## config.mk

```make
export PLATFORM = sky130hd
export DESIGN_NAME = fpu_addsub_unit
export DESIGN_NICKNAME = d
export VERILOG_FILES = /design/src/design/fp_ctrl_pkg.sv /design/src/design/fp_types_pkg.sv /design/src/design/fp_addsub.sv /design/src/design/fp_align.sv /design/src/design/fp_lead_one.sv /design/src/design/fp_special_case.sv /design/src/design/fpu_addsub_unit.sv
export SDC_FILE = /design/constraint.sdc
export NUM_CORES = 1
export LEC_CHECK = 0
export ABC_AREA = 0
export BUFFER_PORTS_ARGS = -buffer_cell sky130_fd_sc_hd__buf_2
export CELL_PAD_IN_SITES_DETAIL_PLACEMENT = 1
export CELL_PAD_IN_SITES_GLOBAL_PLACEMENT = 1
export CORE_MARGIN = 2
export CORE_UTILIZATION = 46
export DETAILED_ROUTE_END_ITERATION = 16
export PLACE_DENSITY_LB_ADDON = 0.3
export SLEW_MARGIN = 0
export SYNTH_ARGS = -nofsm -noshare
export SYNTH_HDL_FRONTEND = slang
export SYNTH_SLANG_ARGS = --single-unit
```

## constraint.sdc

```tcl
create_clock -name clk_i -period 27.7 [get_ports clk_i]
set_input_delay 1.385 -clock clk_i [delete_from_list [all_inputs] [get_ports clk_i]]
set_output_delay 1.385 -clock clk_i [all_outputs]
set_load 0.01 [all_outputs]
```

## src/design/fp_ctrl_pkg.sv

```systemverilog
// Rounding modes and exception flag layout of the F-extension control path
// Imported by the core, the special-case block and the top level
`default_nettype none

package fp_ctrl_pkg;

  // Rounding mode field, codes 5 to 7 are reserved
  typedef enum logic [2:0] {
    RNE = 3'b000, // Nearest, ties to even
    RTZ = 3'b001, // Toward zero
    RDN = 3'b010, // Toward minus infinity
    RUP = 3'b011, // Toward plus infinity
    RMM = 3'b100  // Nearest, ties to max magnitude
  } frm_e;

  // Exception flags, NV in the MSB down to NX in the LSB
  typedef logic [4:0] fflags_t;

  localparam int unsigned FLAG_NV = 4; // Invalid operation
  localparam int unsigned FLAG_DZ = 3; // Divide by zero, never raised here
  localparam int unsigned FLAG_OF = 2; // Overflow
  localparam int unsigned FLAG_UF = 1; // Underflow
  localparam int unsigned FLAG_NX = 0; // Inexact

endpackage

`default_nettype wire

```

## src/design/fp_types_pkg.sv

```systemverilog
// Binary32 field widths and word types shared by the add/sub datapath
// Imported by wildcard in every RTL module that handles operand words
`default_nettype none

package fp_types_pkg;

  // Field widths of the binary32 format
  localparam int unsigned FP_WORD_W = 32;
  localparam int unsigned FP_EXP_W  = 8;
  localparam int unsigned FP_FRAC_W = 23;
  localparam int unsigned FP_GRS_W  = 3; // Guard, round, sticky

  // Hidden bit + fraction + rounding bits
  localparam int unsigned FP_MANT_EXT_W = 1 + FP_FRAC_W + FP_GRS_W;

  // Packed word as sign, exponent, fraction
  typedef logic [FP_WORD_W-1:0] fp32_t;

  // Biased exponent
  typedef logic [FP_EXP_W-1:0] fp_exp_t;

  // Stored fraction without the hidden bit
  typedef logic [FP_FRAC_W-1:0] fp_frac_t;

  // Working mantissa from the aligner into the core
  typedef logic [FP_MANT_EXT_W-1:0] fp_mant_ext_t;

  // Exponent of infinities and NaNs
  localparam fp_exp_t FP_EXP_MAX = '1;

  // Canonical quiet NaN, positive sign and fraction MSB set
  localparam fp32_t FP_QNAN = {1'b0, FP_EXP_MAX, 1'b1, {(FP_FRAC_W-1){1'b0}}};

endpackage

`default_nettype wire

```

## src/design/fp_addsub.sv

```systemverilog
// Binary32 add/subtract core with renormalization and five rounding modes
// NaN and infinity operands are left to fp_special_case at the same level
`default_nettype none

module fp_addsub
  import fp_types_pkg::*;
  import fp_ctrl_pkg::*;
(
  input  fp32_t   a_i,
  input  fp32_t   b_i,
  input  logic    sub_i,    // Flips the sign of b
  input  frm_e    frm_i,
  output fp32_t   result_o,
  output fflags_t fflags_o
);

  localparam int unsigned SUM_W = FP_MANT_EXT_W + 1; // Carry bit on top
  localparam int unsigned POS_W = $clog2(SUM_W);

  fp_exp_t          exp_c;                // Common exponent after alignment
  logic             a_sign, b_sign;
  fp_mant_ext_t     a_mant, b_mant;
  fp_mant_ext_t     mant_big, mant_small;
  logic             b_sign_eff;
  logic             eff_sub;              // Signs differ after sub_i
  logic             a_ge_b;
  logic             res_sign;
  logic             zero_sign;
  logic [SUM_W-1:0] sum;
  logic [POS_W-1:0] lead_pos;
  logic             sum_zero;

  logic [8:0]         lshift_want, lshift_max, lshift;
  logic [9:0]         norm_exp;           // Wide enough for carry and overflow
  fp_mant_ext_t       norm_mant;          // Hidden bit at the MSB when normal
  logic [FP_FRAC_W:0] mant_keep;          // Hidden bit plus fraction
  logic               last, guard, sticky, inexact;
  logic               round_up, reserved;
  logic [FP_FRAC_W+1:0] rounded;
  logic               rnd_carry;
  logic [9:0]         rnd_exp;
  fp_frac_t           rnd_frac;
  logic               is_normal, overflow;

  fp_align u_align (
    .a_i      (a_i),
    .b_i      (b_i),
    .exp_o    (exp_c),
    .a_sign_o (a_sign),
    .b_sign_o (b_sign),
    .a_mant_o (a_mant),
    .b_mant_o (b_mant)
  );

  assign b_sign_eff = b_sign ^ sub_i;
  assign eff_sub    = a_sign ^ b_sign_eff;

  // Magnitude compare so that subtraction never goes negative
  assign a_ge_b     = a_mant >= b_mant;
  assign mant_big   = a_ge_b ? a_mant : b_mant;
  assign mant_small = a_ge_b ? b_mant : a_mant;
  assign res_sign   = a_ge_b ? a_sign : b_sign_eff;

  assign sum = eff_sub ? {1'b0, mant_big} - {1'b0, mant_small}
                       : {1'b0, mant_big} + {1'b0, mant_small};

  fp_lead_one #(
    .WIDTH (SUM_W)
  ) u_lead_one (
    .vec_i  (sum),
    .pos_o  (lead_pos),
    .zero_o (sum_zero)
  );

  // Sign of an exact zero depends on the mode only after cancellation
  assign zero_sign = eff_sub ? (frm_i == RDN) : a_sign;

  // Renormalize without going below effective exponent 1
  always_comb begin
    lshift_want = 9'(SUM_W - 2) - 9'(lead_pos);
    lshift_max  = 9'(exp_c) - 9'd1;
    lshift      = (lshift_want > lshift_max) ? lshift_max : lshift_want;
    if (sum[SUM_W-1]) begin
      norm_mant = {sum[SUM_W-1:2], |sum[1:0]}; // Carry out needs one right shift
      norm_exp  = 10'(exp_c) + 10'd1;
    end else begin
      norm_mant = sum[FP_MANT_EXT_W-1:0] << lshift;
      norm_exp  = 10'(exp_c) - 10'(lshift);
    end
  end

  assign mant_keep = norm_mant[FP_MANT_EXT_W-1:FP_GRS_W];
  assign last      = norm_mant[FP_GRS_W];
  assign guard     = norm_mant[FP_GRS_W-1];
  assign sticky    = |norm_mant[FP_GRS_W-2:0];
  assign inexact   = guard | sticky;

  always_comb begin
    round_up = 1'b0;
    reserved = 1'b0;
    case (frm_i)
      RNE:     round_up = guard & (sticky | last);
      RTZ:     round_up = 1'b0;
      RDN:     round_up = res_sign & inexact;
      RUP:     round_up = ~res_sign & inexact;
      RMM:     round_up = guard;
      default: reserved = 1'b1; // Codes 5 to 7
    endcase
  end

  assign rounded   = {1'b0, mant_keep} + (FP_FRAC_W+2)'(round_up);
  assign rnd_carry = rounded[FP_FRAC_W+1];             // Mantissa wrapped to 2.0
  assign rnd_exp   = norm_exp + 10'(rnd_carry);
  assign rnd_frac  = rnd_carry ? rounded[FP_FRAC_W:1] : rounded[FP_FRAC_W-1:0];
  assign is_normal = rnd_carry | rounded[FP_FRAC_W];   // Subnormal may round up to normal
  assign overflow  = is_normal & (rnd_exp >= 10'(FP_EXP_MAX));

  always_comb begin
    fflags_o = '0;
    if (reserved) begin
      result_o          = FP_QNAN;
      fflags_o[FLAG_NV] = 1'b1;
    end else if (sum_zero) begin
      result_o = {zero_sign, {(FP_WORD_W-1){1'b0}}}; // Exact zero
    end else if (overflow) begin
      result_o          = {res_sign, FP_EXP_MAX, fp_frac_t'(0)};
      fflags_o[FLAG_OF] = 1'b1;
      fflags_o[FLAG_NX] = 1'b1;
    end else begin
      result_o          = {res_sign, is_normal ? rnd_exp[FP_EXP_W-1:0] : fp_exp_t'(0), rnd_frac};
      fflags_o[FLAG_UF] = ~is_normal & inexact; // Tiny after rounding
      fflags_o[FLAG_NX] = inexact;
    end
  end

  // An overflowed result is never exact
  always_comb begin
    assert final (!fflags_o[FLAG_OF] || fflags_o[FLAG_NX])
      else $error("OF raised without NX");
  end

endmodule

`default_nettype wire

```

## src/design/fp_align.sv

```systemverilog
// Unpacks two binary32 operands and aligns them to a common exponent
// Feeds the add/sub core with hidden bit restored and sticky collected
`default_nettype none

module fp_align
  import fp_types_pkg::*;
(
  input  fp32_t        a_i,
  input  fp32_t        b_i,
  output fp_exp_t      exp_o,    // Larger of the two exponents
  output logic         a_sign_o,
  output logic         b_sign_o,
  output fp_mant_ext_t a_mant_o,
  output fp_mant_ext_t b_mant_o
);

  logic         a_hid, b_hid;        // Hidden bit, zero for subnormals
  fp_exp_t      a_exp, b_exp;        // Effective exponents
  fp_exp_t      exp_diff;
  fp_mant_ext_t a_full, b_full;
  fp_mant_ext_t small_mant;
  fp_mant_ext_t small_shift;
  fp_mant_ext_t lost_mask;           // Bits pushed out by the right shift
  logic         a_larger;
  logic         sticky;

  assign a_hid = |a_i[FP_FRAC_W +: FP_EXP_W];
  assign b_hid = |b_i[FP_FRAC_W +: FP_EXP_W];

  // Subnormals sit at exponent 1 without the hidden bit
  assign a_exp = a_hid ? a_i[FP_FRAC_W +: FP_EXP_W] : fp_exp_t'(1);
  assign b_exp = b_hid ? b_i[FP_FRAC_W +: FP_EXP_W] : fp_exp_t'(1);

  assign a_full = {a_hid, fp_frac_t'(a_i), {FP_GRS_W{1'b0}}};
  assign b_full = {b_hid, fp_frac_t'(b_i), {FP_GRS_W{1'b0}}};

  assign a_larger   = a_exp >= b_exp;
  assign exp_diff   = a_larger ? a_exp - b_exp : b_exp - a_exp;
  assign small_mant = a_larger ? b_full : a_full;

  // A shift of the full width or more gives an all-ones mask
  assign lost_mask   = (fp_mant_ext_t'(1) << exp_diff) - fp_mant_ext_t'(1);
  assign sticky      = |(small_mant & lost_mask);
  assign small_shift = (small_mant >> exp_diff) | fp_mant_ext_t'(sticky);

  assign exp_o    = a_larger ? a_exp : b_exp;
  assign a_sign_o = a_i[FP_WORD_W-1];
  assign b_sign_o = b_i[FP_WORD_W-1];
  assign a_mant_o = a_larger ? a_full : small_shift;
  assign b_mant_o = a_larger ? small_shift : b_full;

endmodule

`default_nettype wire

```

## src/design/fp_lead_one.sv

```systemverilog
// Priority encoder giving the index of the highest set bit of a vector
// Used by the add/sub core to find the shift needed for renormalization
`default_nettype none

module fp_lead_one #(
  parameter  int unsigned WIDTH = 28,
  localparam int unsigned POS_W = $clog2(WIDTH)
) (
  input  logic [WIDTH-1:0] vec_i,
  output logic [POS_W-1:0] pos_o,  // Index of the leading one
  output logic             zero_o  // No bit set at all
);

  // Scan upward so that the highest set bit is the last one to win
  always_comb begin
    pos_o = '0;
    for (int i = 0; i < WIDTH; i++) begin
      if (vec_i[i]) begin
        pos_o = POS_W'(i);
      end
    end
  end

  assign zero_o = ~|vec_i; // Position is meaningless in this case

  // Reported position must point at a one
  always_comb begin
    if (!zero_o) begin
      assert final (vec_i[pos_o])
        else $error("leading-one position %0d not set in %h", pos_o, vec_i);
    end
  end

endmodule

`default_nettype wire

```

## src/design/fp_special_case.sv

```systemverilog
// Resolves NaN and infinity operands of an add/sub around the arithmetic core
// Passes the core result through when both operands are finite
`default_nettype none

module fp_special_case
  import fp_types_pkg::*;
  import fp_ctrl_pkg::*;
(
  input  fp32_t   a_i,
  input  fp32_t   b_i,
  input  logic    sub_i,
  input  fp32_t   core_result_i,
  input  fflags_t core_fflags_i,
  output fp32_t   result_o,
  output fflags_t fflags_o
);

  logic a_exp_max, b_exp_max;   // Exponent all ones
  logic a_frac_nz, b_frac_nz;
  logic a_nan, b_nan;
  logic a_snan, b_snan;         // Quiet bit clear
  logic a_inf, b_inf;
  logic a_sign, b_sign_eff;

  assign a_exp_max = fp_exp_t'(a_i >> FP_FRAC_W) == FP_EXP_MAX;
  assign b_exp_max = fp_exp_t'(b_i >> FP_FRAC_W) == FP_EXP_MAX;
  assign a_frac_nz = |fp_frac_t'(a_i);
  assign b_frac_nz = |fp_frac_t'(b_i);

  assign a_nan  = a_exp_max & a_frac_nz;
  assign b_nan  = b_exp_max & b_frac_nz;
  assign a_snan = a_nan & ~a_i[FP_FRAC_W-1];
  assign b_snan = b_nan & ~b_i[FP_FRAC_W-1];
  assign a_inf  = a_exp_max & ~a_frac_nz;
  assign b_inf  = b_exp_max & ~b_frac_nz;

  assign a_sign     = a_i[FP_WORD_W-1];
  assign b_sign_eff = b_i[FP_WORD_W-1] ^ sub_i; // Sign as seen by the addition

  always_comb begin
    result_o = core_result_i;
    fflags_o = core_fflags_i;
    if (a_nan || b_nan) begin
      result_o          = FP_QNAN;
      fflags_o          = '0;
      fflags_o[FLAG_NV] = a_snan | b_snan; // Quiet NaNs propagate silently
    end else if (a_inf && b_inf && (a_sign != b_sign_eff)) begin
      result_o          = FP_QNAN; // inf - inf
      fflags_o          = '0;
      fflags_o[FLAG_NV] = 1'b1;
    end else if (a_inf) begin
      result_o = {a_sign, FP_EXP_MAX, fp_frac_t'(0)};
      fflags_o = '0;
    end else if (b_inf) begin
      result_o = {b_sign_eff, FP_EXP_MAX, fp_frac_t'(0)};
      fflags_o = '0;
    end
  end

endmodule

`default_nettype wire

```

## src/design/fpu_addsub_unit.sv

```systemverilog
// Single-precision add/sub unit with one output register and sticky flags
// Takes a valid strobe per operation and returns the result one clock later
`default_nettype none

module fpu_addsub_unit
  import fp_types_pkg::*;
  import fp_ctrl_pkg::*;
(
  input  logic    clk_i,
  input  logic    rst_n_i,
  input  logic    valid_i,      // One-cycle strobe per operation
  input  fp32_t   rs1_i,
  input  fp32_t   rs2_i,
  input  logic    sub_i,        // rs1 - rs2 when set
  input  frm_e    frm_i,
  input  logic    flags_clr_i,  // Clears the accrued flags
  output logic    valid_o,
  output fp32_t   result_o,
  output fflags_t fflags_o,     // Flags of the last operation
  output fflags_t fflags_acc_o  // Sticky OR since the last clear
);

  fp32_t   core_result, final_result;
  fflags_t core_fflags, final_fflags;

  fp_addsub u_addsub (
    .a_i      (rs1_i),
    .b_i      (rs2_i),
    .sub_i    (sub_i),
    .frm_i    (frm_i),
    .result_o (core_result),
    .fflags_o (core_fflags)
  );

  fp_special_case u_special_case (
    .a_i           (rs1_i),
    .b_i           (rs2_i),
    .sub_i         (sub_i),
    .core_result_i (core_result),
    .core_fflags_i (core_fflags),
    .result_o      (final_result),
    .fflags_o      (final_fflags)
  );

  // Result holds until the next accepted operation
  always_ff @(posedge clk_i) begin
    if (!rst_n_i) begin
      valid_o  <= 1'b0;
      result_o <= '0;
      fflags_o <= '0;
    end else begin
      valid_o <= valid_i;
      if (valid_i) begin
        result_o <= final_result;
        fflags_o <= final_fflags;
      end
    end
  end

  // Clear wins over the old value, new flags still get in
  always_ff @(posedge clk_i) begin
    if (!rst_n_i) begin
      fflags_acc_o <= '0;
    end else if (flags_clr_i) begin
      fflags_acc_o <= valid_i ? final_fflags : '0;
    end else if (valid_i) begin
      fflags_acc_o <= fflags_acc_o | final_fflags;
    end
  end

  // Two results in a row need two accepted operations in a row
  assert property (@(posedge clk_i) disable iff (!rst_n_i)
    (valid_o && $past(valid_o)) |-> ($past(valid_i) && $past(valid_i, 2)))
    else $error("valid_o held without matching valid_i");

endmodule

`default_nettype wire

```

### Word level (Yosys, flattened, before mapping)

Cells that the tools add are included.

| storage, ports and cells | value |
|---|---|
| register bits | 43 |
| latch bits | 0 |
| RAM bits | 0 |
| memory bits (read-only) | 0 |
| bits of input ports | 72 |
| logic and storage cells | 134 |
| memories kept | 0 |

| cells by class | value |
|---|---|
| $add $sub $neg | 11 |
| $mul | 0 |
| divide/modulo/power cells | 0 |
| $lt $le $gt $ge | 4 |
| equality and inequality tests | 7 |
| shift operators | 3 |
| multiplexer cells | 65 |
| bitwise logic cells | 26 |
| reductions and logical operators | 14 |

Operators with widths:

| cell | number |
|---|---|
| two-way mux 32 bit | 6 |
| two-way mux 27 bit | 6 |
| two-way mux 5 bit | 32 |
| OR reduction 23 bit | 2 |
| two-way mux 8 bit | 5 |
| two-way mux 31 bit | 1 |
| adder 27 x 27 -> 28 bit | 1 |
| two-way mux 28 bit | 1 |
| OR reduction 28 bit | 1 |
| subtractor 27 x 27 -> 28 bit | 1 |
| AND 27 bit | 1 |
| greater-or-equal comparator 27 bit | 1 |
| bitwise OR 27 x 1 -> 27 bit | 1 |
| OR reduction 27 bit | 1 |
| << shifter 1 x 8 -> 27 bit (first input constant) | 1 |
| << shifter 27 x 9 -> 27 bit | 1 |
| >> shifter 27 x 8 -> 27 bit | 1 |
| subtractor 27 x 1 -> 27 bit (second input constant) | 1 |
| adder 24 x 1 -> 25 bit | 1 |
| two-way mux 23 bit | 1 |
| == test 8 bit (second input constant) | 2 |
| OR reduction 8 bit | 2 |
| subtractor 8 bit | 2 |
| AND 1 bit | 11 |
| 28 further kinds | 47 |

### Depth between registers and ports, before layout

| depth | value |
|---|---|
| depth after elaboration | 64 |
| gate-level depth with buffers | 106 |

### Hierarchy

A second synthesis with hierarchy kept.

| unflattened totals | value |
|---|---|
| cells, all modules | 2384 |
| area, all modules | 16175.5 um2 |

Modules (own cells, without submodules):

| module | times used | cells an instance | area each (um2) |
|---|---|---|---|
| fp_addsub | 1 | 1467 | 9431.5 |
| fp_align | 1 | 637 | 4242.8 |
| fpu_addsub_unit | 1 | 142 | 1642.8 |
| fp_special_case | 1 | 85 | 535.5 |
| fp_lead_one | 1 | 53 | 322.8 |

### Worst setup path before layout

OpenSTA, ideal clock, no wires.

| timing | value |
|---|---|
| path kind | in2reg |
| start | in rs2_i[25] |
| end | reg result_o[22] |
| setup time | 0.087 ns |
| data arrival time | 19.786 ns |
| required time | 27.613 ns |
| setup slack | 7.827 ns |
| stages | 99 |
| path buffers | 20 |
| cells stage by stage | buf_2 or4_1 nor2_1 or2_2 ha_1 fa_1 nor2b_1 a221oi_4 o211a_4 buf_2 clkbuf_1 buf_2 clkbuf_1 clkbuf_1 buf_1 buf_1 buf_1 clkbuf_1 [63 not listed] ha_1 nand4bb_1 and4b_1 clkbuf_1 nand4_1 clkbuf_1 inv_1 ha_1 nand3b_1 or2_2 or4_1 nor3_1 nand2_1 o21a_1 inv_1 a211oi_2 or4_1 o31ai_1 |

| on the way | value |
|---|---|
| word-level cells in the longest chain between the ends | 61 |

Ends and longest elaborated chain:

| element | line | source |
|---|---|---|
| start: declaration | fpu_addsub_unit.sv:13 | `input fp32_t rs2_i,` |
| OR reduction 8 bit | fp_align.sv:28 | `assign b_hid = \|b_i[FP_FRAC_W +: FP_EXP_W];` |
| two-way mux 8 bit | fp_align.sv:32 | `assign b_exp = b_hid ? b_i[FP_FRAC_W +: FP_EXP_W] : fp_exp_t'(1);` |
| subtractor 8 bit / greater-or-equal comparator 8 bit (equally long branches) | fp_align.sv:38, fp_align.sv:37 |  |
| two-way mux 8 bit | fp_align.sv:38 | `assign exp_diff = a_larger ? a_exp - b_exp : b_exp - a_exp;` |
| << shifter 1 x 8 -> 27 bit | fp_align.sv:42 | `assign lost_mask = (fp_mant_ext_t'(1) << exp_diff) - fp_mant_ext_t'(1);` |
| subtractor 27 x 1 -> 27 bit | fp_align.sv:42 |  |
| AND 27 bit | fp_align.sv:43 | `assign sticky = \|(small_mant & lost_mask);` |
| OR reduction 27 bit | fp_align.sv:43 |  |
| [45 not listed] | -- |  |
| AND 1 bit | fp_addsub.sv:116 | `assign overflow = is_normal & (rnd_exp >= 10'(FP_EXP_MAX));` |
| two-way mux 31 bit | fp_addsub.sv:125 | `end else if (overflow) begin` |
| two-way mux 32 bit | fp_addsub.sv:123 | `end else if (sum_zero) begin` |
| two-way mux 32 bit | fp_addsub.sv:120 | `if (reserved) begin` |
| two-way mux 32 bit | fp_special_case.sv:54 | `end else if (b_inf) begin` |
| two-way mux 32 bit | fp_special_case.sv:51 | `end else if (a_inf) begin` |
| two-way mux 32 bit | fp_special_case.sv:47 | `end else if (a_inf && b_inf && (a_sign != b_sign_eff)) begin` |
| two-way mux 32 bit * | fp_special_case.sv:43 | `if (a_nan \|\| b_nan) begin` |
| end signal: assignment | fpu_addsub_unit.sv:54 | `result_o <= final_result;` |
| end: declaration | fpu_addsub_unit.sv:18 | `output fp32_t result_o,` |

Every way passes the cells marked *; elsewhere a longest branch is shown, timed or not.
A chain may end at the register's enable or synchronous reset.

### Final worst setup path

| timing | value |
|---|---|
| start | in rs2_i[27] |
| end | reg result_o[22] |

The elaborated chain is that of the path after synthesis.

==> out/summary.txt <==
Remaining DRCs -> 0
WL/cell -> 27.6 µm
Post-DP HPWL -> 55.7 mm
Fin Clk Skew -> 0 ps
Routed WL -> 69.0 mm
Fin crit share -> 0.876
Io pins -> 115
Drt pass-1 iters -> 5
Die footprint -> 32800 µm²
# clock sinks -> 41
GRT Total Usage -> 0.410
Number of global-route vias before repair -> 17900
Sequential area share after synthesis -> 0.0570
Worst slew margin -> 0.120
Clk_lat worst skew -> 280 ps
Area of the multi-input gates -> 12700 µm²
Detail Route Antenna Nets -> 0
Initial Utilization -> 0.469
Worst EP arrival -> 24450 ps
Nets -> 2260
Postcts setup bufs -> 0
Synth warn -> 0
Via count -> 17800
Max Clk Rate -> 41.2 MHz
Max cap viols -> 0
Count of input and output buffers -> 112
Worst-margin pin slew -> 1320 ps
Area Growth Syn to Fin -> 5.55%
Cells after Synth -> 2083
Vias per inst -> 7.14
Placement row count -> 64
Register cell area after layout -> 821 µm²
Die Ht -> 181 µm
TNS Setup -> 0 ps
Clock Pin Slew Worst Setup and Hold Paths -> 60 ps
CTS resizes -> 0
Antenna violations before repair -> 0
Final Hold Fails -> 0
Cts hold-fix bufs -> 0
First-pass GRT wire length -> 107 mm
# setup viols final -> 0
Synthesized area per cell -> 6.92 µm²
Post-synth EDFFs -> 0
Req. time, crit path -> 27900 ps
Critical path type -> input pin to flop
Slowest stage delay, CP -> 880 ps
Post-synth ARST share -> 0
CTS Root Cell -> clkbuf_16
Num CTS Buffers -> 5
Slowest stage cell, crit path -> nor4_2
Largest net degree at the start of global routing -> 74
Most common cell after layout, fill and taps aside -> nand2_1
Placer congestion estimate -> 1.01
HP Class -> flop to flop
Fin crit period -> 24260 ps
GRT Residual Overflow -> 0
CP Launch Type -> input pin
Crit Path Max Fanout -> 73
Share of cells above drive strength 1 -> 0.127
H-Tree Depth -> 2
DRT iter0 DRCs -> 1863
Synth Cell Area -> 14400 µm²
Synth Register Bits -> 41
Ys flop type -> dfxtp_1
Die Width -> 181 µm
Outcome -> finished, final reports clean
Unrepaired setup endpoints after global routing -> false
Worst Setup End Kind -> flop
Core area -> 30700 µm²
Commonest non-fill, non-tap cells in the layout -> nand2_1, nor2_1, a21oi_1, o21ai_0, buf_2
Library cells used by synthesis -> 121
CTS tree -> built
Max Slew Vio Count -> 0
Maximum buffer depth of the clock tree -> 2
Fill count -> 4064
[layout make-up]
cell class | count | share of cell area
Timing Repair Buffer | 141 | 0.0512
Antenna cell | 2 | 0.000329
Inverter | 75 | 0.0187
Multi-Input combinational cell | 1833 | 0.832
Clock inverter | 1 | 0.00197
Tap cell | 396 | 0.0326
Clock buffer | 7 | 0.00938
Sequential cell | 41 | 0.0540
[final timing paths]
kind	depth (start not counted)	endpoint	slack (ps)	from
min	1	result_o[19]$_SDFFE_PN0P_	460	result_o[19]$_SDFFE_PN0P_
max reg2reg	3	result_o[22]$_SDFFE_PN0P_	26490	result_o[22]$_SDFFE_PN0P_
max	92	result_o[22]$_SDFFE_PN0P_	3440	rs2_i[27]
min reg2reg	1	result_o[19]$_SDFFE_PN0P_	460	result_o[19]$_SDFFE_PN0P_
[stage by stage]
stage	cells	cell area (µm²)	utilization	setup slack, ps	hold slack [ps]
2_1_floorplan	2084	14400	-	7830	467
3_3_place_gp	2486	15000	0.489	4690	431
3_5_place_dp	2486	15000	0.489	3790	445
4_1_cts	2494	15200	0.494	4040	462
5_1_grt	2494	15200	0.494	1520	473
6_report	2496	15200	0.495	3440	461
[layer usage]
layer,vias up,global-route usage,part of all wire,wire length [µm]
li1,7888,-,-,-
met1,8642,0.510,0.40,27400
met2,1041,0.692,0.46,31600
met3,246,0.0601,0.087,6030
met4,0,0.205,0.058,3970
met5,-,0,0,0
[sequential cells by signal, indices dropped and copies added, names as in the netlist]
| register | count |
|---|---|
| fflags_acc_o | 4 |
| result_o | 32 |
| valid_o | 1 |
| fflags_o | 4 |
[cells by family (layout without fill, tap and decap cells)]
| group | count (synthesis) | in the layout | share of synthesized area |
|---|---|---|---|
| AO/OA/AOI/OAI | 676 | 676 | 0.333 |
| XOR/XNOR | 102 | 102 | 0.0630 |
| adder cells (fa/ha/maj) | 91 | 91 | 0.0811 |
| buffers and inverters | 210 | 224 | 0.0661 |
| flip-flops | 41 | 41 | 0.0570 |
| multiplexers | 126 | 126 | 0.110 |
| other | 1 | 4 | 0.000260 |
| AND/OR/NAND/NOR | 836 | 836 | 0.289 |
[worst max-delay path: cells and delay by family]
kind / cells / cell delay [ps]
adder cells (fa/ha/maj): 8 / 2040
XOR/XNOR: 3 / 460
AO/OA/AOI/OAI: 37 / 9150
buffers and inverters: 11 / 3200
AND/OR/NAND/NOR: 33 / 8050
[cell usage after synthesis, drive strengths merged (25+ instances only)]
master / count / area share
nand2: 246 / 0.064
nor2: 186 / 0.050
a21oi: 147 / 0.052
o21ai: 135 / 0.048
ha: 87 / 0.076
mux2i: 83 / 0.059
nor3: 80 / 0.029
inv: 75 / 0.020
nand3: 74 / 0.026
clkbuf: 70 / 0.018
xnor2: 66 / 0.040
buf: 65 / 0.028
a211oi: 42 / 0.024
dfxtp: 41 / 0.057
xor2: 36 / 0.023
nand4: 35 / 0.017
and2: 31 / 0.013
a21o: 30 / 0.016
nor2b: 27 / 0.012
o211ai: 27 / 0.015
nand2b: 26 / 0.011
o31ai: 26 / 0.015
and3: 25 / 0.011
Power is left out: the tool's default activity adds up to more than one toggle a clock period on the data nets, which glitch-free logic cannot reach.
